**src/logic/hispi_pkg.sv**
```systemverilog
/*
 * HiSPi packetized-SP transmitter definitions.
 * Widths, entry layout, sync codes, the lane sequencer states and the
 * word positions inside each sync sequence.
 */
`default_nettype none

package hispi_pkg;

    localparam int WORD_BITS     = 12;
    localparam int NUM_LANES     = 4;
    localparam int GROUP_BITS    = NUM_LANES * WORD_BITS; // one pixel per lane
    localparam int EMBED_LINES   = 2;                      // leading embedded lines per frame
    localparam int EMBED_BIT     = 4;                      // embedded flag inside a code word
    localparam int FIFO_LOGDEPTH = 9;
    localparam int FIFO_DEPTH    = 1 << FIFO_LOGDEPTH;

    typedef logic [WORD_BITS-1:0]               pix_t;
    typedef logic [3:0]                         sync_code_t;
    typedef logic [GROUP_BITS-1:0]              pix_group_t;
    typedef logic [GROUP_BITS:0]                fifo_entry_t;  // msb set for sync entries
    typedef logic [FIFO_LOGDEPTH-1:0]           fifo_addr_t;
    typedef logic [$clog2(NUM_LANES)-1:0]       lane_idx_t;
    typedef logic [$clog2(WORD_BITS)-1:0]       bit_cnt_t;
    typedef logic [$clog2(EMBED_LINES + 2)-1:0] embed_cnt_t;
    typedef logic [3:0]                         seq_step_t;

    typedef enum logic [2:0] {
        LS_IDLE,
        LS_DATA,
        LS_SYNC_SOF,
        LS_SYNC_EOF,
        LS_SYNC_EOL_SOL,
        LS_PAUSE
    } lane_state_t;

    localparam sync_code_t SYNC_SOF = 4'd3;
    localparam sync_code_t SYNC_SOL = 4'd1;
    localparam sync_code_t SYNC_EOF = 4'd7;
    localparam sync_code_t SYNC_EOL = 4'd6;

    localparam pix_t IDLE_WORD     = 12'h800;
    localparam pix_t SYNC_PREAMBLE = 12'hFFF;

    // word index inside a sync sequence
    localparam seq_step_t SEQ_SHORT_LAST = 4'd3; // code word of SOF / EOF
    localparam seq_step_t SEQ_EOL_STEP   = 4'd4;
    localparam seq_step_t SEQ_PAUSE_STEP = 4'd5; // SOL group starts here
    localparam seq_step_t SEQ_LONG_LAST  = 4'd8; // SOL code word

    function automatic pix_t code_word(input sync_code_t code, input logic embed);
        pix_t w;
        w = pix_t'(code);
        w[EMBED_BIT] = embed;
        return w;
    endfunction

endpackage

`default_nettype wire
```
**src/logic/hispi_frame_decode.sv**
```systemverilog
/*
 * HiSPi frame decoder.
 * Pads lines to groups of 4 pixels, packs each group into a FIFO entry and
 * writes SOF, SOL and EOF marker entries. vact/hact are sampled on px_en
 * cycles, and hact must drop at least one pixel before vact does.
 */
`default_nettype none

module hispi_frame_decode (
    input  logic                   oclk,
    input  logic                   rst,
    input  hispi_pkg::pix_t        pxd_i,
    input  logic                   px_en_i,
    input  logic                   vact_i,
    input  logic                   hact_i,
    output logic                   wr_en_o,
    output hispi_pkg::fifo_entry_t wr_entry_o,
    output logic                   line_ready_o,
    output logic                   frame_start_o
);
    import hispi_pkg::*;

    logic       vact_d;
    logic       hact_d;
    lane_idx_t  pix_cnt;     // position inside the current group
    logic       hact_ext;
    logic       sof_pending;
    embed_cnt_t embed_cnt;   // embedded lines still to come
    logic       embed_flag;
    pix_group_t pix_group;
    logic       we_data;
    logic       we_start;
    logic       we_eof;
    logic       we_any;
    pix_t       start_word;
    pix_t       eof_word;

    assign hact_ext   = hact_i || (pix_cnt != '0); // stretch to a full group
    assign embed_flag = (embed_cnt != '0);

    assign we_eof   = vact_d && !vact_i;
    assign we_start = vact_d && hact_ext && !hact_d;
    assign we_data  = vact_d && hact_d && (pix_cnt == '0);
    assign we_any   = we_eof || we_start || we_data;

    assign start_word = code_word(sof_pending ? SYNC_SOF : SYNC_SOL, embed_flag);
    assign eof_word   = code_word(SYNC_EOF, 1'b0);

    always_ff @(posedge oclk) begin
        if (rst) begin
            vact_d        <= 1'b0;
            hact_d        <= 1'b0;
            pix_cnt       <= '0;
            sof_pending   <= 1'b1;
            embed_cnt     <= embed_cnt_t'(EMBED_LINES);
            wr_en_o       <= 1'b0;
            line_ready_o  <= 1'b0;
            frame_start_o <= 1'b0;
        end else begin
            wr_en_o       <= px_en_i && we_any;
            // previous line complete at next SOL or at EOF
            line_ready_o  <= px_en_i && (we_eof || (we_start && !sof_pending));
            frame_start_o <= px_en_i && we_start && sof_pending;

            if (px_en_i) begin
                vact_d <= vact_i;
                hact_d <= hact_ext;
                if (!vact_i) begin
                    pix_cnt     <= '0;
                    sof_pending <= 1'b1;
                    embed_cnt   <= embed_cnt_t'(EMBED_LINES);
                end else begin
                    if (hact_ext) begin
                        pix_cnt <= pix_cnt + 1'b1;
                    end
                    if (hact_d) begin
                        sof_pending <= 1'b0;
                    end
                    if (hact_d && !hact_ext && embed_flag) begin
                        embed_cnt <= embed_cnt - 1'b1; // end of an embedded line
                    end
                end
            end
        end
    end

    // pixel group and entry payload
    always_ff @(posedge oclk) begin
        if (px_en_i) begin
            pix_group <= {pxd_i, pix_group[GROUP_BITS-1:WORD_BITS]}; // lane 0 ends up low
            if (we_data) begin
                wr_entry_o <= {1'b0, pix_group};
            end else if (we_start) begin
                wr_entry_o <= {1'b1, {NUM_LANES{start_word}}};
            end else if (we_eof) begin
                wr_entry_o <= {1'b1, {NUM_LANES{eof_word}}};
            end
        end
    end

endmodule

`default_nettype wire

```
**config.mk**
```make
export PLATFORM = sky130hd
export DESIGN_NAME = hispi_frame_decode
export DESIGN_NICKNAME = d
export VERILOG_FILES = /design/src/logic/hispi_pkg.sv /design/src/logic/hispi_frame_decode.sv
export SDC_FILE = /design/constraint.sdc
export NUM_CORES = 1
export LEC_CHECK = 0
export ABC_AREA = 1
export BUFFER_PORTS_ARGS = -buffer_cell sky130_fd_sc_hd__buf_2
export CORE_MARGIN = 4
export CORE_UTILIZATION = 58
export CTS_CLUSTER_DIAMETER = 150
export DETAILED_ROUTE_END_ITERATION = 10
export PLACE_DENSITY = 0.83
export SLEW_MARGIN = 10
export SYNTH_ARGS = -nofsm -noshare
export SYNTH_HDL_FRONTEND = slang
export SYNTH_SLANG_ARGS = --single-unit
```
**constraint.sdc**
```tcl
create_clock -name oclk -period 5.5 [get_ports oclk]
set_input_delay 1.1 -clock oclk [delete_from_list [all_inputs] [get_ports oclk]]
set_output_delay 1.1 -clock oclk [all_outputs]
set_load 0.005 [all_outputs]
```
-- After elaboration in Yosys (flattened, before gate mapping)
Cells that the tools add are included.
- add/sub/neg operators: 2
- equality and inequality tests: 3
- muxes and demuxes: 10
- reductions and logical operators: 28
- operator list (kind ; count):
    2-to-1 mux 49 bit ; 2
    2-to-1 mux 48 bit ; 1
    logical AND 1 bit ; 12
    2-to-1 mux 2 bit ; 5
    AND reduction 2 bit ; 4
    != test 2 x 1 -> 1 bit (second input constant) ; 3
    zero test 1 bit ; 4
    logical OR 1 bit ; 4
    nonzero test 2 bit ; 2
    nonzero test 3 bit ; 1
    adder 2 x 1 -> 2 bit (second input constant) ; 1
    zero test 2 bit ; 1
    2-to-1 mux 1 bit ; 2
    subtractor 2 x 1 -> 2 bit (second input constant) ; 1
- bits in registers: 107
- input bits: 17
- output and inout bits: 52
- word-level logic and storage cells: 54

-- Depth between registers and ports, before layout
- word-level depth: 7
- mapped depth: 9
- gate-level depth less buffers: 8

-- Least setup slack after synthesis
Ideal clock, no wire load.
- kind: input port to flip-flop
- start point: input port hact_i
- end point: register wr_entry_o[0], enable pin
- setup time: 0.403 ns
- arrival: 2.412 ns
- required time: 5.097 ns
- slack: 2.685 ns
- stages on the path: 6
- buffers on the path: 0
- cell sequence: inv_1 -> nand2_1 -> nand3_1 -> nand3_1 -> nand2_1 -> inv_1
- cells in the longest elaborated chain, start to end: 5
- RTL lines (item ; RTL line ; RTL):
    from (decl) ; hispi_frame_decode.sv:15 ; input logic hact_i,
    logical OR 1 bit ; hispi_frame_decode.sv:38 ; assign hact_ext = hact_i || (pix_cnt != '0);
    logical AND 1 bit (2 in series) ; hispi_frame_decode.sv:42 ; assign we_start = vact_d && hact_ext && !hact_d;
    nonzero test 3 bit (no line) ; -- ;
    AND reduction 2 bit (no line) ; -- ;
    to (signal assigned) ; hispi_frame_decode.sv:92 ; wr_entry_o <= {1'b0, pix_group};
    to (signal assigned) ; hispi_frame_decode.sv:94 ; wr_entry_o <= {1'b1, {NUM_LANES{start_word}}};
    to (signal assigned) ; hispi_frame_decode.sv:96 ; wr_entry_o <= {1'b1, {NUM_LANES{eof_word}}};
    to (decl) ; hispi_frame_decode.sv:17 ; output hispi_pkg::fifo_entry_t wr_entry_o,
No other way between the ends.
A chain may end at the register's enable or synchronous reset.

-- Worst setup path after layout
- start point: register pix_cnt[0]
- end point: register wr_entry_o[44], enable pin
- cells in the longest elaborated chain, start to end: 6
- elaborated cells between the ends (all ways): 8
- those cells by class: reduce/logical: 8
- RTL lines (item ; RTL line ; RTL):
    from (decl) ; hispi_frame_decode.sv:25 ; lane_idx_t pix_cnt;
    from (signal assigned) ; hispi_frame_decode.sv:74 ; pix_cnt <= pix_cnt + 1'b1;
    nonzero test 2 bit ; hispi_frame_decode.sv:38 ;
    logical OR 1 bit ; hispi_frame_decode.sv:38 ;
    logical AND 1 bit (2 in series) ; hispi_frame_decode.sv:42 ;
    nonzero test 3 bit (no line) (*) ; -- ;
    AND reduction 2 bit (no line) (*) ; -- ;
Mark *: on every way between the ends. The rest lies on a longest branch, timed or not.

==> results.sh <==
export IMPL_status="finished, final reports clean"
export IMPL_crit_family="buffers and inverters"
export IMPL_slew_headroom=0.326
export IMPL_cp_start_kind="flop"
export IMPL_grt_use_total=0.166
export IMPL_gp_congestion=0.756
export IMPL_path_cells="inv_1 -> ha_1 -> nand2_1 -> nor2_4 -> inv_2 -> nand3_1 -> nand2_1 -> inv_2"
export IMPL_min_path_cells=0
export IMPL_setup_viol=0
export IMPL_drt_iter0_markers=119
export IMPL_power_frac_seq=0.652
export IMPL_syn_nets=281
export IMPL_totalWireLength_mm=6.17
export IMPL_dpl_hpwl_mm=4.12
export IMPL_fmax_ghz=0.366
export IMPL_postRouteAntennaNets=0
export IMPL_switching_share=0.204
export IMPL_drc_errors=0
export IMPL_cts_tree="built"
export IMPL_root_buffer="clkbuf_8"
export IMPL_p_int_uw=1160
export IMPL_worst_path_largest_cell_delay_ns=0.76
export IMPL_antenna_found_initial=0
export IMPL_placed_cells=403
export IMPL_seq_area_frac_synth=0.826
export IMPL_worst_r2r_path_depth=8
export IMPL_coreArea_sq_um=6310
export IMPL_drive_above_1_share=0.249
export IMPL_syn_area_sq_um=3770
export IMPL_io_pins=69
export IMPL_grt_pass1_wl_mm=9.27
export IMPL_cts_buffers=9
export IMPL_holdPathEnd="pix_group[0]"
export IMPL_rsz0062_at_grt="false"
export IMPL_die_w_um=88.6
export IMPL_setup_slack_ns=2.77
export IMPL_synth_top_area_share=0.773
export IMPL_clkSinkCount=107
export IMPL_io_buffers=68
export IMPL_htree_levels=3
export IMPL_cts_path_max_buffers=2
export IMPL_rows=29
export IMPL_tightest_slew_ns=1.01
export IMPL_end_kind="flop"
export IMPL_finalNonFillerCells=418
export IMPL_grt_max_degree=55
export IMPL_dieArea_sq_um=7850
export IMPL_timing_final_hold_violations=0
export IMPL_period_share=0.497
export IMPL_r2r_slack_ns=2.77
export IMPL_routedWlPerCell_um=14.8
export IMPL_ys_warn_count=0
export IMPL_synth_cell_type_count=17
export IMPL_grt_pass1_vias=1940
export IMPL_hold_path_class="flop to flop"
export IMPL_hold_start="pix_group[12]"
export IMPL_fin_crit_ns=2.73
export IMPL_die_y_um=88.6
export IMPL_power_uw=1460
export IMPL_ir_drop_uv=210
export IMPL_cp_buffers_inverters=3
export IMPL_vias_per_cell=4.91
export IMPL_synthCells=262
export IMPL_nets=356
export IMPL_postCtsSetupRepairBufs=0
export IMPL_start_util=0.597
export IMPL_p_per_area_nw_per_um2=334
export IMPL_crit_type="flop to flop"
export IMPL_clk_latency_ns=0.36
export IMPL_finClkSkew_ns=0.00829
export IMPL_max_cap_viol_count=0
export IMPL_synth_top_cell_by_area="edfxtp_1"
export IMPL_switchingPower_uw=296
export IMPL_timing_rr_start="pix_cnt[0]"
export IMPL_ctsHoldBuffers=0
export IMPL_pre_cts_slack_ns=2.45
export IMPL_final_setup_tns_ns=0
export IMPL_clk_pin_slew_ns=0.09
export IMPL_firstDrtPassIters=4
export IMPL_drv_slew=0
export IMPL_syn_area_per_cell_sq_um=14.4
export IMPL_fillers=443
export IMPL_ys_ff_latch=107
export IMPL_routed_via_count=2053
export IMPL_post_cts_resized=0
export IMPL_overflow=0
export IMPL_clockPowerShare=0.302
export IMPL_combinationalPowerShare=0.046
export IMPL_synthTopCellsByArea="edfxtp_1, dfxtp_1, inv_1, nand2_1, nor2_1"
export IMPL_area_growth_pct=15.6
export IMPL_r2r_end="wr_entry_o[44]"
export IMPL_worstPathArrival_ns=2.71
export IMPL_p_leak_uw=0.00181
export IMPL_diodes=0
export IMPL_crit_path_top_delay_cell="inv_2"
export IMPL_required_ns=5.48
export IMPL_fin_util=0.690
export IMPL_cp_max_fo=49
-- flip-flops by register name, summed over array words and instances (netlist names) --
register	count
wr_entry_o	49
pix_cnt	2
frame_start_o	1
pix_group	48
line_ready_o	1
wr_en_o	1
hact_d	1
sof_pending	1
embed_cnt	2
vact_d	1
-- worst max-delay path by stage --
| stage | startpoint | end | slack, ns | depth (start not counted) |
|---|---|---|---|---|
| final | pix_cnt[0] | wr_entry_o[44] | 2.77 | 8 |
| after global placement | px_en_i | wr_entry_o[8] | 2.52 | 4 |
| after floorplan | hact_i | wr_entry_o[0] | 2.69 | 6 |
| after global routing | pix_cnt[0] | wr_entry_o[41] | 2.53 | 8 |
| after detailed placement | px_en_i | wr_entry_o[9] | 2.45 | 4 |
| after CTS | pix_cnt[0] | wr_entry_o[6] | 2.73 | 8 |
-- cells in the mapped netlist --
library cell	instances
buf_6	1
nor2_1	37
inv_2	2
nand3_1	8
nand2_1	38
or2_1	4
nand4_1	2
nor2_4	1
edfxtp_1	97
inv_1	47
ha_1	2
or2_2	1
dfxtp_1	10
a21oi_1	6
o21ai_0	1
buf_2	4
nor3_1	1
-- through the flow --
stage          hold slack, ns  cell area [sq um]
5_1_grt                 0.462               4360
4_1_cts                 0.449               4360
2_1_floorplan           0.418               3770
6_report                0.452               4360
3_3_place_gp            0.428               4180
3_5_place_dp            0.429               4180
-- layer usage --
layer | vias up | global-route usage | share of wire
li1 | 1004 | - | -
met1 | 981 | 0.202 | 0.40
met2 | 59 | 0.273 | 0.52
met3 | 9 | 0.0503 | 0.054
met4 | 0 | 0.0810 | 0.020
met5 | - | 0 | 0
-- power groups by stage --
stage	Sequential (uW)	Clock [uW]	Combinational [uW]
after global placement	964	0	64.4
after global routing	953	485	76.2
after floorplan	965	0	30.6
after CTS	949	446	68.3
after detailed placement	968	0	67.9
final	949	439	67.4
-- cell type report --
type	count	area, sq um	area share
sequential	107	3110	0.715
timing repair buffer	69	348	0.0798
clock buffer	11	131	0.0302
tap	77	96.3	0.0221
inverter	49	184	0.0422
multi-input combinational	101	442	0.101
clock inverter	4	42.5	0.00976
-- kinds of logic after synthesis --
group	after synthesis	share of synthesized area
flip-flops	107	0.826
AND/OR/NAND/NOR	92	0.101
buffers and inverters	54	0.0571
AO/OA/AOI/OAI	7	0.00929
adder cells (fa/ha/maj)	2	0.00664
-- worst register-to-register path: cells and delay by family, from the launching register on --
kind,cells,cell delay [ns]
and+or+nand+nor,4,0.69
buffers and inverters,3,1.16
adders and majority gates,1,0.17
DFF,1,0.32
-- placed cells by master (no fill, tap or decap) --
master | Yosys | final
inv_2 | 2 | 3
buf_2 | 4 | 68
buf_4 | 0 | 1
clkinv_1 | 0 | 2
or2_1 | 4 | 4
or2_2 | 1 | 1
inv_1 | 47 | 46
ha_1 | 2 | 2
nand2_1 | 38 | 38
nor2_4 | 1 | 1
nand4_1 | 2 | 2
o21ai_0 | 1 | 1
nand3_1 | 8 | 8
nor3_1 | 1 | 1
clkinv_2 | 0 | 1
a21oi_1 | 6 | 6
nor2_1 | 37 | 37
edfxtp_1 | 97 | 97
clkbuf_8 | 0 | 9
dfxtp_1 | 10 | 10
bufinv_16 | 0 | 1
clkbuf_1 | 0 | 2
Power figures use the tool's default switching activity.
