File: src/logic/hispi_pkg.sv
/*
 * HiSPi packetized-SP transmitter definitions.
 * Widths, entry layout, sync codes, the lane sequencer states and the
 * word positions inside each sync sequence.
 */
`default_nettype none

package hispi_pkg;

    localparam int WORD_BITS     = 12;
    localparam int NUM_LANES     = 4;
    localparam int GROUP_BITS    = NUM_LANES * WORD_BITS; // one pixel per lane
    localparam int EMBED_LINES   = 2;                      // leading embedded lines per frame
    localparam int EMBED_BIT     = 4;                      // embedded flag inside a code word
    localparam int FIFO_LOGDEPTH = 9;
    localparam int FIFO_DEPTH    = 1 << FIFO_LOGDEPTH;

    typedef logic [WORD_BITS-1:0]               pix_t;
    typedef logic [3:0]                         sync_code_t;
    typedef logic [GROUP_BITS-1:0]              pix_group_t;
    typedef logic [GROUP_BITS:0]                fifo_entry_t;  // msb set for sync entries
    typedef logic [FIFO_LOGDEPTH-1:0]           fifo_addr_t;
    typedef logic [$clog2(NUM_LANES)-1:0]       lane_idx_t;
    typedef logic [$clog2(WORD_BITS)-1:0]       bit_cnt_t;
    typedef logic [$clog2(EMBED_LINES + 2)-1:0] embed_cnt_t;
    typedef logic [3:0]                         seq_step_t;

    typedef enum logic [2:0] {
        LS_IDLE,
        LS_DATA,
        LS_SYNC_SOF,
        LS_SYNC_EOF,
        LS_SYNC_EOL_SOL,
        LS_PAUSE
    } lane_state_t;

    localparam sync_code_t SYNC_SOF = 4'd3;
    localparam sync_code_t SYNC_SOL = 4'd1;
    localparam sync_code_t SYNC_EOF = 4'd7;
    localparam sync_code_t SYNC_EOL = 4'd6;

    localparam pix_t IDLE_WORD     = 12'h800;
    localparam pix_t SYNC_PREAMBLE = 12'hFFF;

    // word index inside a sync sequence
    localparam seq_step_t SEQ_SHORT_LAST = 4'd3; // code word of SOF / EOF
    localparam seq_step_t SEQ_EOL_STEP   = 4'd4;
    localparam seq_step_t SEQ_PAUSE_STEP = 4'd5; // SOL group starts here
    localparam seq_step_t SEQ_LONG_LAST  = 4'd8; // SOL code word

    function automatic pix_t code_word(input sync_code_t code, input logic embed);
        pix_t w;
        w = pix_t'(code);
        w[EMBED_BIT] = embed;
        return w;
    endfunction

endpackage

`default_nettype wire
File: src/logic/hispi_lane_serializer.sv
/*
 * HiSPi lane serializer.
 * Takes one 12-bit slot per FIFO entry, expands sync entries into their
 * word sequences and shifts every word out lsb first, idle words when empty.
 */
`default_nettype none

module hispi_lane_serializer (
    input  logic                        oclk,
    input  logic                        rst,
    input  logic [hispi_pkg::WORD_BITS:0] din_i,
    input  logic                        dav_i,
    input  logic                        line_avail_i,
    output logic                        rdy_o,
    output logic                        sof_sol_sent_o,
    output logic                        sout_o
);
    import hispi_pkg::*;

    lane_state_t state;
    lane_state_t take_state;
    seq_step_t   step;
    seq_step_t   step_next;
    seq_step_t   last_step;
    bit_cnt_t    bit_cnt;
    pix_t        next_word;  // word staged for the next boundary
    pix_t        sr;
    logic        embed;
    logic        word_tick;
    logic        take;
    logic        is_sync;
    logic        in_seq;
    logic        paused;
    logic        advance;
    sync_code_t  din_code;
    pix_t        din_filt;

    // word at position idx of the sync sequence run by st
    function automatic pix_t seq_word(input lane_state_t st, input seq_step_t idx,
                                      input logic emb);
        pix_t w;
        w = '0;
        if ((st == LS_SYNC_SOF) || (st == LS_SYNC_EOF)) begin
            if (idx == '0) begin
                w = SYNC_PREAMBLE;
            end else if (idx == SEQ_SHORT_LAST) begin
                w = (st == LS_SYNC_SOF) ? code_word(SYNC_SOF, emb) : code_word(SYNC_EOF, 1'b0);
            end
        end else begin
            // leading zero, then EOL group, then SOL group
            if ((idx == 4'd1) || (idx == SEQ_PAUSE_STEP)) begin
                w = SYNC_PREAMBLE;
            end else if (idx == SEQ_EOL_STEP) begin
                w = code_word(SYNC_EOL, 1'b0);
            end else if (idx == SEQ_LONG_LAST) begin
                w = code_word(SYNC_SOL, emb);
            end
        end
        return w;
    endfunction

    assign word_tick = (bit_cnt == '0);
    assign rdy_o     = (state == LS_IDLE);
    assign take      = dav_i && rdy_o;
    assign is_sync   = din_i[WORD_BITS];
    assign din_code  = din_i[3:0];
    assign din_filt  = (din_i[WORD_BITS-1:1] == '0) ? pix_t'(1) : din_i[WORD_BITS-1:0];

    assign in_seq    = (state == LS_SYNC_SOF) || (state == LS_SYNC_EOF) ||
                       (state == LS_SYNC_EOL_SOL);
    assign paused    = (state == LS_PAUSE) && !line_avail_i;
    assign step_next = step + 1'b1;
    assign last_step = (state == LS_SYNC_EOL_SOL) ? SEQ_LONG_LAST : SEQ_SHORT_LAST;
    assign advance   = word_tick && ((in_seq && (step != last_step)) ||
                                     ((state == LS_PAUSE) && line_avail_i));

    always_comb begin
        if (!is_sync) begin
            take_state = LS_DATA;
        end else if (din_code == SYNC_SOF) begin
            take_state = LS_SYNC_SOF;
        end else if (din_code == SYNC_SOL) begin
            take_state = LS_SYNC_EOL_SOL; // SOL entry also closes the previous line
        end else begin
            take_state = LS_SYNC_EOF;
        end
    end

    always_ff @(posedge oclk) begin
        if (rst) begin
            bit_cnt        <= '0;
            state          <= LS_IDLE;
            step           <= '0;
            embed          <= 1'b0;
            sof_sol_sent_o <= 1'b0;
            sr             <= IDLE_WORD;
            sout_o         <= 1'b0;
        end else begin
            bit_cnt <= (bit_cnt == bit_cnt_t'(WORD_BITS - 1)) ? '0 : bit_cnt + 1'b1;

            if (word_tick) begin
                sr <= (rdy_o || paused) ? IDLE_WORD : next_word;
            end else begin
                sr <= {1'b0, sr[WORD_BITS-1:1]}; // lsb first
            end
            sout_o <= sr[0];

            sof_sol_sent_o <= advance && (step_next == last_step) &&
                              ((state == LS_SYNC_SOF) || (state == LS_SYNC_EOL_SOL));

            if (take) begin
                state <= take_state;
                step  <= '0;
                if (is_sync) begin
                    embed <= din_i[EMBED_BIT];
                end
            end else if (advance) begin
                step <= step_next;
                if (state == LS_PAUSE) begin
                    state <= LS_SYNC_EOL_SOL;
                end else if ((state == LS_SYNC_EOL_SOL) && (step_next == SEQ_PAUSE_STEP)) begin
                    state <= LS_PAUSE; // hold before the SOL group
                end
            end else if (word_tick && (state != LS_PAUSE)) begin
                state <= LS_IDLE; // data word or last code word went out
            end
        end
    end

    // staged word
    always_ff @(posedge oclk) begin
        if (take) begin
            next_word <= is_sync ? seq_word(take_state, '0, din_i[EMBED_BIT]) : din_filt;
        end else if (advance) begin
            next_word <= seq_word(state, step_next, embed);
        end
    end

endmodule

`default_nettype wire

File: config.mk
export PLATFORM = sky130hd
export DESIGN_NAME = hispi_lane_serializer
export DESIGN_NICKNAME = d
export VERILOG_FILES = /design/src/logic/hispi_pkg.sv /design/src/logic/hispi_lane_serializer.sv
export SDC_FILE = /design/constraint.sdc
export NUM_CORES = 1
export LEC_CHECK = 0
export BUFFER_PORTS_ARGS = -buffer_cell sky130_fd_sc_hd__buf_4
export CORE_MARGIN = 4
export CORE_UTILIZATION = 50
export CTS_CLUSTER_DIAMETER = 60
export DETAILED_ROUTE_END_ITERATION = 10
export PLACE_DENSITY = 0.69
export SLEW_MARGIN = 10
export SYNTH_ARGS = -nofsm -noshare
export SYNTH_HDL_FRONTEND = slang
export SYNTH_SLANG_ARGS = --single-unit
File: constraint.sdc
create_clock -name oclk -period 2.4 [get_ports oclk]
set_clock_uncertainty 0.05 [all_clocks]
set_input_delay 0 -clock oclk [delete_from_list [all_inputs] [get_ports oclk]]
set_output_delay 0 -clock oclk [all_outputs]
set_load 0.02 [all_outputs]
# --- Yosys cells after proc, flatten, opt, wreduce, memory -nomap -nowiden ---
# Cells that the tools add are included.
# W data, S select, Z words.
op_classes:
  eq_ne: 18
  n_reduce_logical: 27
  add_sub_neg: 2
  muxes: 23
op_table:
  columns: ["op", "count"]
  rows:
  - ["$mux W12", 10]
  - ["$mux W3", 8]
  - ["$mux W5", 4]
  - ["$eq A3 B2 Y1 const B", 4]
  - ["$logic_not A11 Y1", 1]
  - ["$logic_and A1 B1 Y1", 9]
  - ["$add A4 B1 Y4 const B", 2]
  - ["$eq A4 B1 Y1 const B", 2]
  - ["$eq A4 B2 Y1 const B", 2]
  - ["$eq A4 B3 Y1 const B", 2]
  - ["$eq A4 B4 Y1 const B", 2]
  - ["$logic_not A4 Y1", 2]
  - ["$logic_or A1 B1 Y1", 7]
  - ["$eq A3 B3 Y1 const B", 2]
  - ["$eq A4 B4 Y1", 1]
  - ["$mux W4", 1]
  - ["$ne A4 B2 Y1 const B", 1]
  - ["$ne A4 B4 Y1", 1]
  - ["$reduce_and A2 Y1", 2]
  - ["$reduce_or A2 Y1", 2]
  - ["$logic_not A3 Y1", 1]
  - ["$ne A3 B3 Y1 const B", 1]
  - ["$reduce_bool A3 Y1", 1]
  - ["$reduce_bool A2 Y1", 1]
  - ["$logic_not A1 Y1", 1]
totals:
  word_cells: 78
  regBits: 38
  inputBits: 17
  out_inout_bits: 3

# --- Depth between registers and ports, before layout ---
# Gate-level depths: netlist (run 1).
logic_depth:
  depth_word: 9
  depth_mapped: 7
  depth_no_buf: 6

# --- Worst setup path before layout (run 1) ---
# OpenSTA, ideal clock, no wires.
synth_timing:
  path_kind: "register -> register"
  from: "register step[0]"
  to: "register next_word[0] (enable)"
  arrival_time_ps: 1664
  path_stages_with_launch: 5
  t_required_ps: 2019
  n_path_buf: 0
  synth_period_minus_slack_ps: 2045
  setup_ps: 331
  slack_ps: 355
  cell_sequence: "dfxtp_1 -> or4b_4 -> o2111a_1 -> nor2_1 -> nand2_1"
synth_between:
  elab_chain_len: 5
synth_rtl:
  columns: ["item", "line", "text"]
  rows:
  - ["start: declaration", "hispi_lane_serializer.sv:22", "seq_step_t step;"]
  - ["start signal: assignment", "hispi_lane_serializer.sv:118", "step <= step_next;"]
  - ["$ne A4 B4 Y1", "hispi_lane_serializer.sv:74", "assign advance = word_tick && ((in_seq && (step != last_step)) ||"]
  - ["$logic_and A1 B1 Y1", "hispi_lane_serializer.sv:74", null]
  - ["$logic_or A1 B1 Y1", "hispi_lane_serializer.sv:74", null]
  - ["$logic_and A1 B1 Y1", "hispi_lane_serializer.sv:74", null]
  - ["$reduce_bool A2 Y1 (no source line)", null, null]
  - ["end signal: assignment", "hispi_lane_serializer.sv:133", "next_word <= is_sync ? seq_word(take_state, '0, din_i[EMBED_BIT]) : din_filt;"]
  - ["end signal: assignment", "hispi_lane_serializer.sv:135", "next_word <= seq_word(state, step_next, embed);"]
  - ["end: declaration", "hispi_lane_serializer.sv:26", "pix_t next_word;"]
# No other way between the ends.
# A chain may end at the register's enable or synchronous reset.

# --- Final worst setup path (run 1) ---
layout_timing:
  from: "register step[0]"
  to: "register next_word[2] (enable)"
# The elaborated chain is that of the path after synthesis.

==> impl_results.md, run 1 <==
- Syn_area_per_cell: 9.36 um2
- Logic pwr share: approximately 28%
- Clock sink count: 38
- Initial Util: a little over half
- Share of the synthesized area in the top cell type: approximately a quarter
- Reg area: just under 900 um2
- Filler cell count: 284
- Final setup vio count: 0
- Worst-path clk slew: 80 ps
- Flops & latches, synth: 38
- Post-Syn Instances: between 200 and 250
- Root buffer cell: clkbuf_8
- Setup Fix Bufs, Post-CTS: 0
- Port bufs: 19
- Antenna cells: 0
- Num CTS Buffers: 5
- Synth cell types: 56
- I/O pin total: 20
- DR pass1 iterations: 5
- Fin crit share: between 90% and 100%
- Worst Setup End Kind: register
- CP max stage delay: between 500 and 600 ps
- Synth cell count leaders: 26 x dfxtp_1, 25 x nand2_1, 17 x a21oi_1, 17 x nand3_1, 12 x edfxtp_1
- Clock Latency Late Sink: 300 ps
- Max Clk Rate: 441 MHz
- Number of synthesized flops with an enable pin: 12
- Avg WL per Cell: between 15 and 20 um
- Switching share of power: 30.7%
- Placed instance area: ~2200 um2
- CTS tree: done
- PostCTS Resize Cnt: 0
- H-Tree Depth: 2
- Psw: 0.674 mW
- Crit path time final: around 2300 ps
- Kind of critical path: register to register
- Data arrival, critical path: about 2200 ps
- Layout Area Growth over Synthesis: 22.2%
- Share of cells above drive strength 1: a little under a fifth
- Seq pwr share: just over 40%
- Total power: approximately 2.2 mW
- Final setup margin: roughly 130 ps
- DRT met1 WL: between 1500 and 2000 um
- Mapped Nets: 239
- Slew of the pin with the lowest slew margin: around 530 ps
- Die Ht: 71.6 um
- Largest net degree at the start of global routing: 25
- Rows: 22
- Final nets: 270
- First-pass GRT wire length: just under 8000 um
- Die area: 5120 um2
- Post-route setup TNS: 0 ps
- Design Area, Final: around 2500 um2
- Leak: 0.952 nW
- DR WL met2: approximately 2200 um
- Status: complete, no violations
- Max IR drop VDD: about 0.41 mV
- Met3 WL post-DR: 292 um
- Yosys Warn Count: 0
- CP Max Fanout: 12
- Slew headroom: 64.3%
- Routability cong.: 1.03
- Post-synth top area cell: dfxtp_1
- Slew Viols, Final: 0
- Vias post-DR: approximately 1,700
- Slowest CP cell: or4bb_1
- Post-route ant nets: 0
- Hold Crit Class: input pin to register
- MaxCap Viol Count: 0
- Tot GR Track Use: 19.9%
- Final Hold Vio Count: 0
- Largest cells by area after synthesis: dfxtp_1 26%, edfxtp_1 18%, nand2_1 4.6%
- Hpwl dp: ~3300 um
- Pint: around 1.5 mW
- Power Density: between 800 and 900 nW/um2
- Clock group share of total power: between 30% and 40%
- Ys async rst share: 0%
- Max clock buf depth: 2
- Core ar.: about 3800 um2
- DP Worst Slack: 176 ps
- Most numerous cell in the Yosys netlist: dfxtp_1
- Overflow after GRT: 0
- Crit-path cells: or4bb_1, and3_2, nor2_1, nand2_1
- Final wirelength: 4730 um
- DR DRC count: 0
- Vias in the first global route: 1,667
- CTS Hold Bufs: 12
- RSZ-0062 raised after global routing: false
- Post-Syn Area: roughly 2000 um2
- Via density: 5.86
- Initial antenna violation count: 0
- Sequential element share of the synthesized area: between 40 and 50%
- Synth Flop Type: dfxtp_1
- Chip width: 71.6 um
- Max layer used: met4
- CP Launch Type: register
- CP Data Required Time: 2310 ps
- Area of the multi-input gates: approximately 1100 um2
- Initial DRC count: approximately 150
-- final timing paths --
kind | start | endpoint | slack (ps) | depth (start not counted)
max | step[0] | next_word[2] | 130 | 4
min | din_i[2] | next_word[2] | 50 | 3
max reg2reg | step[0] | next_word[2] | 130 | 4
min reg2reg | sr[7] | sr[6] | 390 | 2
-- critical path: cells and delay by family, from the launching register on --
kind             cells  cell delay (ps)
and+or+nand+nor      4             1410
DFF                  1              480
-- per-layer routing --
metal / up-vias / global-route usage, %
met5: - / 0
met4: 0 / 13.4
met3: 20 / 3.51
met2: 76 / 31.2
met1: 785 / 25.0
li1: 853 / -
-- logic make-up (layout without fill, tap and decap cells) --
logic type                 after synthesis  count (layout)  synth area share [%]
AOI/OAI and AO/OA                       54              54                  19.0
xor gates and xnor gates                 5               5                  2.54
adders and majority gates                6               6                  3.72
buffers and inverters                   20              52                  4.15
DFF                                     38              38                  43.6
muxes                                    5               5                  2.48
and+or+nand+nor                         88              88                  24.5
-- registers in the layout (all words and copies together), names as in the netlist --
signal / count
sout_o: 1
step: 4
bit_cnt: 4
next_word: 12
state: 3
embed: 1
sr: 12
sof_sol_sent_o: 1
-- layout make-up --
class                   count  share of cell area (%)
multi-input cells         158                    42.8
flip-flops and latches     38                    35.7
repair buffers             37                    12.5
clock buffers               5                    2.79
clock inverters             3                    2.79
well taps                  48                    2.43
inverters                   7                    1.06
-- stage by stage --
stage                     hold WS, ps  utilization, %  std cells
final                            46.7            65.5        296
after global routing             63.3            65.5        296
after CTS                        24.4            65.5        296
after detailed placement          235            58.6        276
after global placement            237            58.6        276
after floorplan                  70.1               -        216
-- placed cells by master, fill, tap and decap left out, types with 6 or more instances in the layout --
master	synthesis	layout
a21o_1	9	9
a21oi_1	17	17
buf_4	1	25
dfxtp_1	26	26
dlygate4sd3_1	0	12
edfxtp_1	12	12
ha_1	6	6
inv_1	7	7
nand2_1	25	25
nand3_1	17	17
nor2_1	9	9
nor3_1	6	6
-- power groups by stage --
| stage | sequential [mW] | clock [mW] | combinational [mW] |
|---|---|---|---|
| floorplan | 0.882 | 0 | 0.459 |
| global placement | 0.920 | 0 | 0.587 |
| detailed placement | 0.923 | 0 | 0.595 |
| CTS | 0.910 | 0.674 | 0.617 |
| global route | 0.925 | 0.697 | 0.687 |
| finish | 0.911 | 0.659 | 0.626 |
No activity file was read; power rests on OpenSTA's default activity.
==> run 2: changes to the inputs <==
Settings changed: SETUP_SLACK_MARGIN from default to 0.3.
==> run 2 against run 1 <==
Clock power about the same. Via count is 0.46% higher. Maximum frequency rose by 13%. Highest routed layer unchanged. Critical path type unchanged. Largest power group unchanged. Total power rose by 0.55%. Setup slack improved by 260 ps. Global-route usage rose by 0.088 points.
==> impl_results.md, run 2 (same netlist as run 1, synthesis figures left out) <==
- Tot GR Track Use: 20.0%
- Via density: 5.89
- CP Max Fanout: 12
- DR pass1 iterations: 4
- Port bufs: 19
- Largest regs: next_word x12, sr x12
- Die Ht: 71.6 um
- Slew headroom: 64.7%
- CTS tree: done
- Max Clk Rate: roughly 500 MHz
- Hold depth: 3
- Hold Crit Class: input pin to register
- Bufs and invs on worst path: 0
- Max IR drop VDD: 0.420 mV
- Slowest CP cell: or4b_4
- Final nets: 270
- Initial Util: ~54%
- Status: complete, no violations
- MaxCap Viol Count: 0
- Vias post-DR: 1,742
- Most frequent cells in the layout: 25 x buf_4, 24 x nand2_1, 24 x dfxtp_1, 17 x nand3_1, 17 x a21oi_1
- Rows: 22
- End of the worst register-to-register path: next_word[4]
- Max clock buf depth: 2
- H-Tree Depth: 2
- I/O pin total: 20
- First-pass GRT wire length: approximately 7900 um
- Overflow after GRT: 0
- CP endpoint: next_word[4]
- CP max stage delay: roughly 700 ps
- Die area: a little over 5000 um2
- Clock sink count: 38
- Vias in the first global route: ~1,700
- Final setup margin: roughly 400 ps
- Final wirelength: 4780 um
- Fin crit share: 83.6%
- Final Hold Vio Count: 0
- Chip width: slightly above 70 um
- DR DRC count: 0
- Path depth of the worst reg2reg path: 3
- Clock Latency Late Sink: approximately 300 ps
- DP Worst Slack: ~180 ps
- Met1 Usage GRT: 24.7%
- Placed instance area: about 2200 um2
- GRT met2 Usage: 30.6%
- Design Area, Final: approximately 2500 um2
- Met3 Use GR: 3.93%
- Worst R2R Start: state[1]
- Routability cong.: 1.03
- Initial antenna violation count: 0
- Cell family with most CP delay: simple AND/OR/NAND/NOR gates
- CP Data Required Time: about 2400 ps
- Leak: ~0.96 nW
- Crit path time final: about 2000 ps
- Kind of critical path: register to register
- Slew Viols, Final: 0
- Data arrival, critical path: 2000 ps
- Setup Fix Bufs, Post-CTS: 0
- Root buffer cell: clkbuf_8
- Final setup vio count: 0
- Power Density: slightly below 900 nW/um2
- Post-route setup TNS: 0 ps
- Hpwl dp: around 3300 um
- Initial DRC count: 152
- Post-route ant nets: 0
- Share of cells above drive strength 1: 20.2%
- Avg WL per Cell: about 16 um
- CP Launch Type: register
- CP Depth: 3
- Critical Path Start: state[1]
- Worst Setup End Kind: register
- Busiest metal layer after global routing: met2
- Core ar.: 3770 um2
- Antenna cells: 0
- RSZ-0062 raised after global routing: false
- Slew of the pin with the lowest slew margin: 527 ps
- Commonest non-fill, non-tap cell in the layout: buf_4
- Crit-path cells: or4b_4, and3_1, a221o_1
- Worst-path clk slew: 80 ps
- Layout Area Growth over Synthesis: 22.8%
- Num CTS Buffers: 5
- R2R Setup Slk: 390 ps
- Largest net degree at the start of global routing: 25
- Total power: between 2 and 2.5 mW
[run 2: changes by cell type in the layout (fill, tap and decap cells not counted)]
cell	before	now
nand2_4	0	1
dfxtp_1	26	24
nor2_1	9	8
dfxtp_2	0	2
nor2_2	1	2
nand2_1	25	24
[run 2: worst min-delay path: stages]
cell,delay (ps)
buf_4,100
o21ai_0,70
o21ai_0,110
[run 2: how the worst min path moves through the flow]
stage | slack, ps | endpoint | startpoint
CTS | 20 | next_word[2] | din_i[2]
finish | 50 | next_word[2] | din_i[2]
floorplan | 70 | sr[11] | rst
global placement | 240 | embed | din_i[4]
global route | 60 | next_word[2] | din_i[2]
detailed placement | 240 | next_word[11] | din_i[11]
[run 2: cell type report]
type / instances / area, um2
clock inverter: 3 / 68.8
clock buffer: 5 / 68.8
sequential: 38 / 883
fill: 281 / 1290
tap: 48 / 60.1
multi-input combinational: 158 / 1070
timing repair buffer: 37 / 308
inverter: 7 / 26.3
[run 2: timing repair]
| item | CTS | global route |
|---|---|---|
| pin swaps | 1 | 0 |
| hold buffers | 12 | 0 |
| gates resized for setup | 3 | 2 |
| hold endpoints to repair | 10 | 0 |
| setup endpoints to repair | 12 | 2 |
[run 2: through the flow]
step / instances / util [%] / hold WS [ps]
2_1_floorplan: 216 / - / 70.1
4_1_cts: 296 / 65.7 / 24.4
5_1_grt: 296 / 65.8 / 63.3
3_3_place_gp: 276 / 58.6 / 237
6_report: 296 / 65.8 / 54.7
3_5_place_dp: 276 / 58.6 / 235
[run 2: power breakdown]
part	total [mW]	switching (mW)	internal [mW]
Sequential	0.912	0.0818	0.830
Clock	0.660	0.243	0.417
Combinational	0.636	0.357	0.279
[run 2: metal layers]
metal	share of wire, %	vias up	wire length [um]
met5	0	-	0
met2	48	80	2290
met4	3.7	0	176
met1	42	794	1990
li1	-	851	-
met3	6.8	17	324
==> run 3: changes to the inputs <==
Settings changed: PLACE_DENSITY 0.69 to 0.72.
Clock period 2.4 ns to 1.7 ns, I/O delays scaled along.
==> run 3 against run 2 <==
The flow now finishes with violations (negative setup slack). Clock-buffer cell count stayed put. Non-clock buffer count is 29 higher. Wire length is 28% higher. Register-to-register slack worse by 460 ps. Setup slack worse by 460 ps. Sequential share of layout area is 6.2 points lower. Sequential power is 41% higher. Total power is 60% higher. Cell count is 10% higher. Combinational power is 130% higher. Die area stayed put.
==> impl_results.md, run 3 (same netlist as run 1, synthesis figures left out) <==
- Vias post-DR: just under 2,000
- Crit path time final: between 1500 and 2000 ps
- Slowest CP cell: or4b_4
- Via density: approximately 5.9
- RSZ-0062 raised after global routing: true
- Slew of the pin with the lowest slew margin: approximately 360 ps
- Overflow after GRT: 0
- Avg WL per Cell: 18.7 um
- Failing checks: negative setup slack
- Die Ht: about 70 um
- Rows: 22
- Slew headroom: between 70% and 80%
- Final nets: roughly 300
- DR pass1 iterations: 4
- Placed instance area: about 2500 um2
- CP max stage delay: between 500 and 600 ps
- DR DRC count: 0
- Largest net degree at the start of global routing: 25
- I/O pin total: 20
- CP Max Fanout: 7
- Clock sink count: 38
- DP Worst Slack: -107 ps
- Hold Crit Class: input pin to register
- Non-Filler Instances: between 300 and 400
- Routability cong.: between 1 and 1.5
- CTS tree: done
- Initial Util: a little over half
- Final Util: 80.9%
- Hpwl dp: 3890 um
- Placed insts: 299
- Post-route ant nets: 0
- Data arrival, critical path: about 1800 ps
- Design Area, Final: roughly 3100 um2
- Layout Area Growth over Synthesis: 51.0%
- Bufs and invs on worst path: 0
- H-Tree Depth: 2
- Worst Setup End Kind: register
- Most frequent cells in the layout: 43 x buf_4, 18 x dfxtp_1, 15 x nand3_1, 14 x nand2_4, 12 x edfxtp_1
- Final wirelength: approximately 6100 um
- Largest regs: next_word x12, sr x12
- CP Data Required Time: roughly 1700 ps
- Max Clk Rate: ~570 MHz
- CP Launch Type: register
- Worst-path clk slew: around 80 ps
- Initial DRC count: approximately 120
- Slew Viols, Final: 0
- First-pass GRT wire length: just under 10,000 um
- Filler cell count: approximately 210
- MaxCap Viol Count: 0
- Commonest non-fill, non-tap cell in the layout: buf_4
- Vias in the first global route: around 2,000
- Port bufs: 19
- Final setup margin: -67.2 ps
- Initial antenna violation count: 0
- Max IR drop VDD: roughly 0.67 mV
- Die area: between 5000 and 6000 um2
- Final Hold Vio Count: 0
- Power Density: between 1000 and 1500 nW/um2
- Post-route setup TNS: -1040 ps
- Root buffer cell: clkbuf_8
- Status: complete, but fails checks
- Share of cells above drive strength 1: about half
- Crit-path cells: or4b_4, o2111a_2, nor2_4, nand2_4
- Cell family with most CP delay: simple AND/OR/NAND/NOR gates
- Chip width: approximately 72 um
- Antenna cells: 0
- Core ar.: between 3000 and 4000 um2
- Tot GR Track Use: 24.3%
- Num CTS Buffers: 5
- Kind of critical path: register to register
- Max clock buf depth: 2
- Final setup vio count: 20
- Leak: approximately 1.2 nW
- Fin crit share: 104%
- Clock Latency Late Sink: about 300 ps
run 3: cell count changes in the layout (fill, tap and decap cells not counted), moves of 4 or more:
cell and change:
nand2_4 +13, buf_6 +11, buf_4 +18, a21oi_1 -11
nand2_1 -14, dfxtp_1 -6, ha_1 -4, a21oi_2 +11
run 3: per-stage QoR:
step           hold slack [ps]  total power, mW
2_1_floorplan             70.1             1.97
3_3_place_gp               239             2.30
3_5_place_dp               234             2.34
4_1_cts                   18.9             3.37
5_1_grt                   39.3             3.69
6_report                  19.7             3.52
run 3: where the power goes:
group,internal [mW],switching [mW],leakage [nW]
combinational,0.705,0.744,0.863
sequential,1.18,0.108,0.325
clock,0.437,0.350,0.0504
run 3: layout make-up:
type	instances	area [um2]	share of cell area [%]
tap	48	60.1	1.97
clock buffer	5	68.8	2.26
timing repair buffer	66	594	19.5
sequential	38	898	29.4
clock inverter	3	45.0	1.48
multi-input combinational	160	1360	44.5
inverter	7	26.3	0.861
run 3: repair_timing:
item	in CTS	in global routing
resized for setup	58	20
endpoints found under the setup margin	45	45
setup buffers	4	3
pin swaps	20	15
gates cloned	2	1
hold buffers	10	0
hold endpoints to repair	10	0
run 3: final timing paths:
| path | startpoint | cells after the start | slack [ps] | to |
|---|---|---|---|---|
| hold reg to reg | sr[8] | 2 | 400 | sr[7] |
| setup / recovery | step[1] | 4 | -70 | next_word[9] |
| hold / removal | rst | 2 | 20 | embed |
| setup reg to reg | step[1] | 4 | -70 | next_word[9] |
run 3: worst reg2reg max path, stage by stage, from the launching register on:
cell      delay (ps)
dfxtp_4          370
or4b_4           530
o2111a_2         300
nor2_4           170
nand2_4          110
run 3: routing by layer:
layer  vias up  part of all wire, %  routed length, um  global-route usage, %
met5         -                    0                  0                      0
li1        923                    -                  -                      -
met4         0                  2.7                166                   10.0
met2        62                   53               3220                   41.3
met3        15                  4.5                275                   4.35
met1       941                   40               2440                   30.3
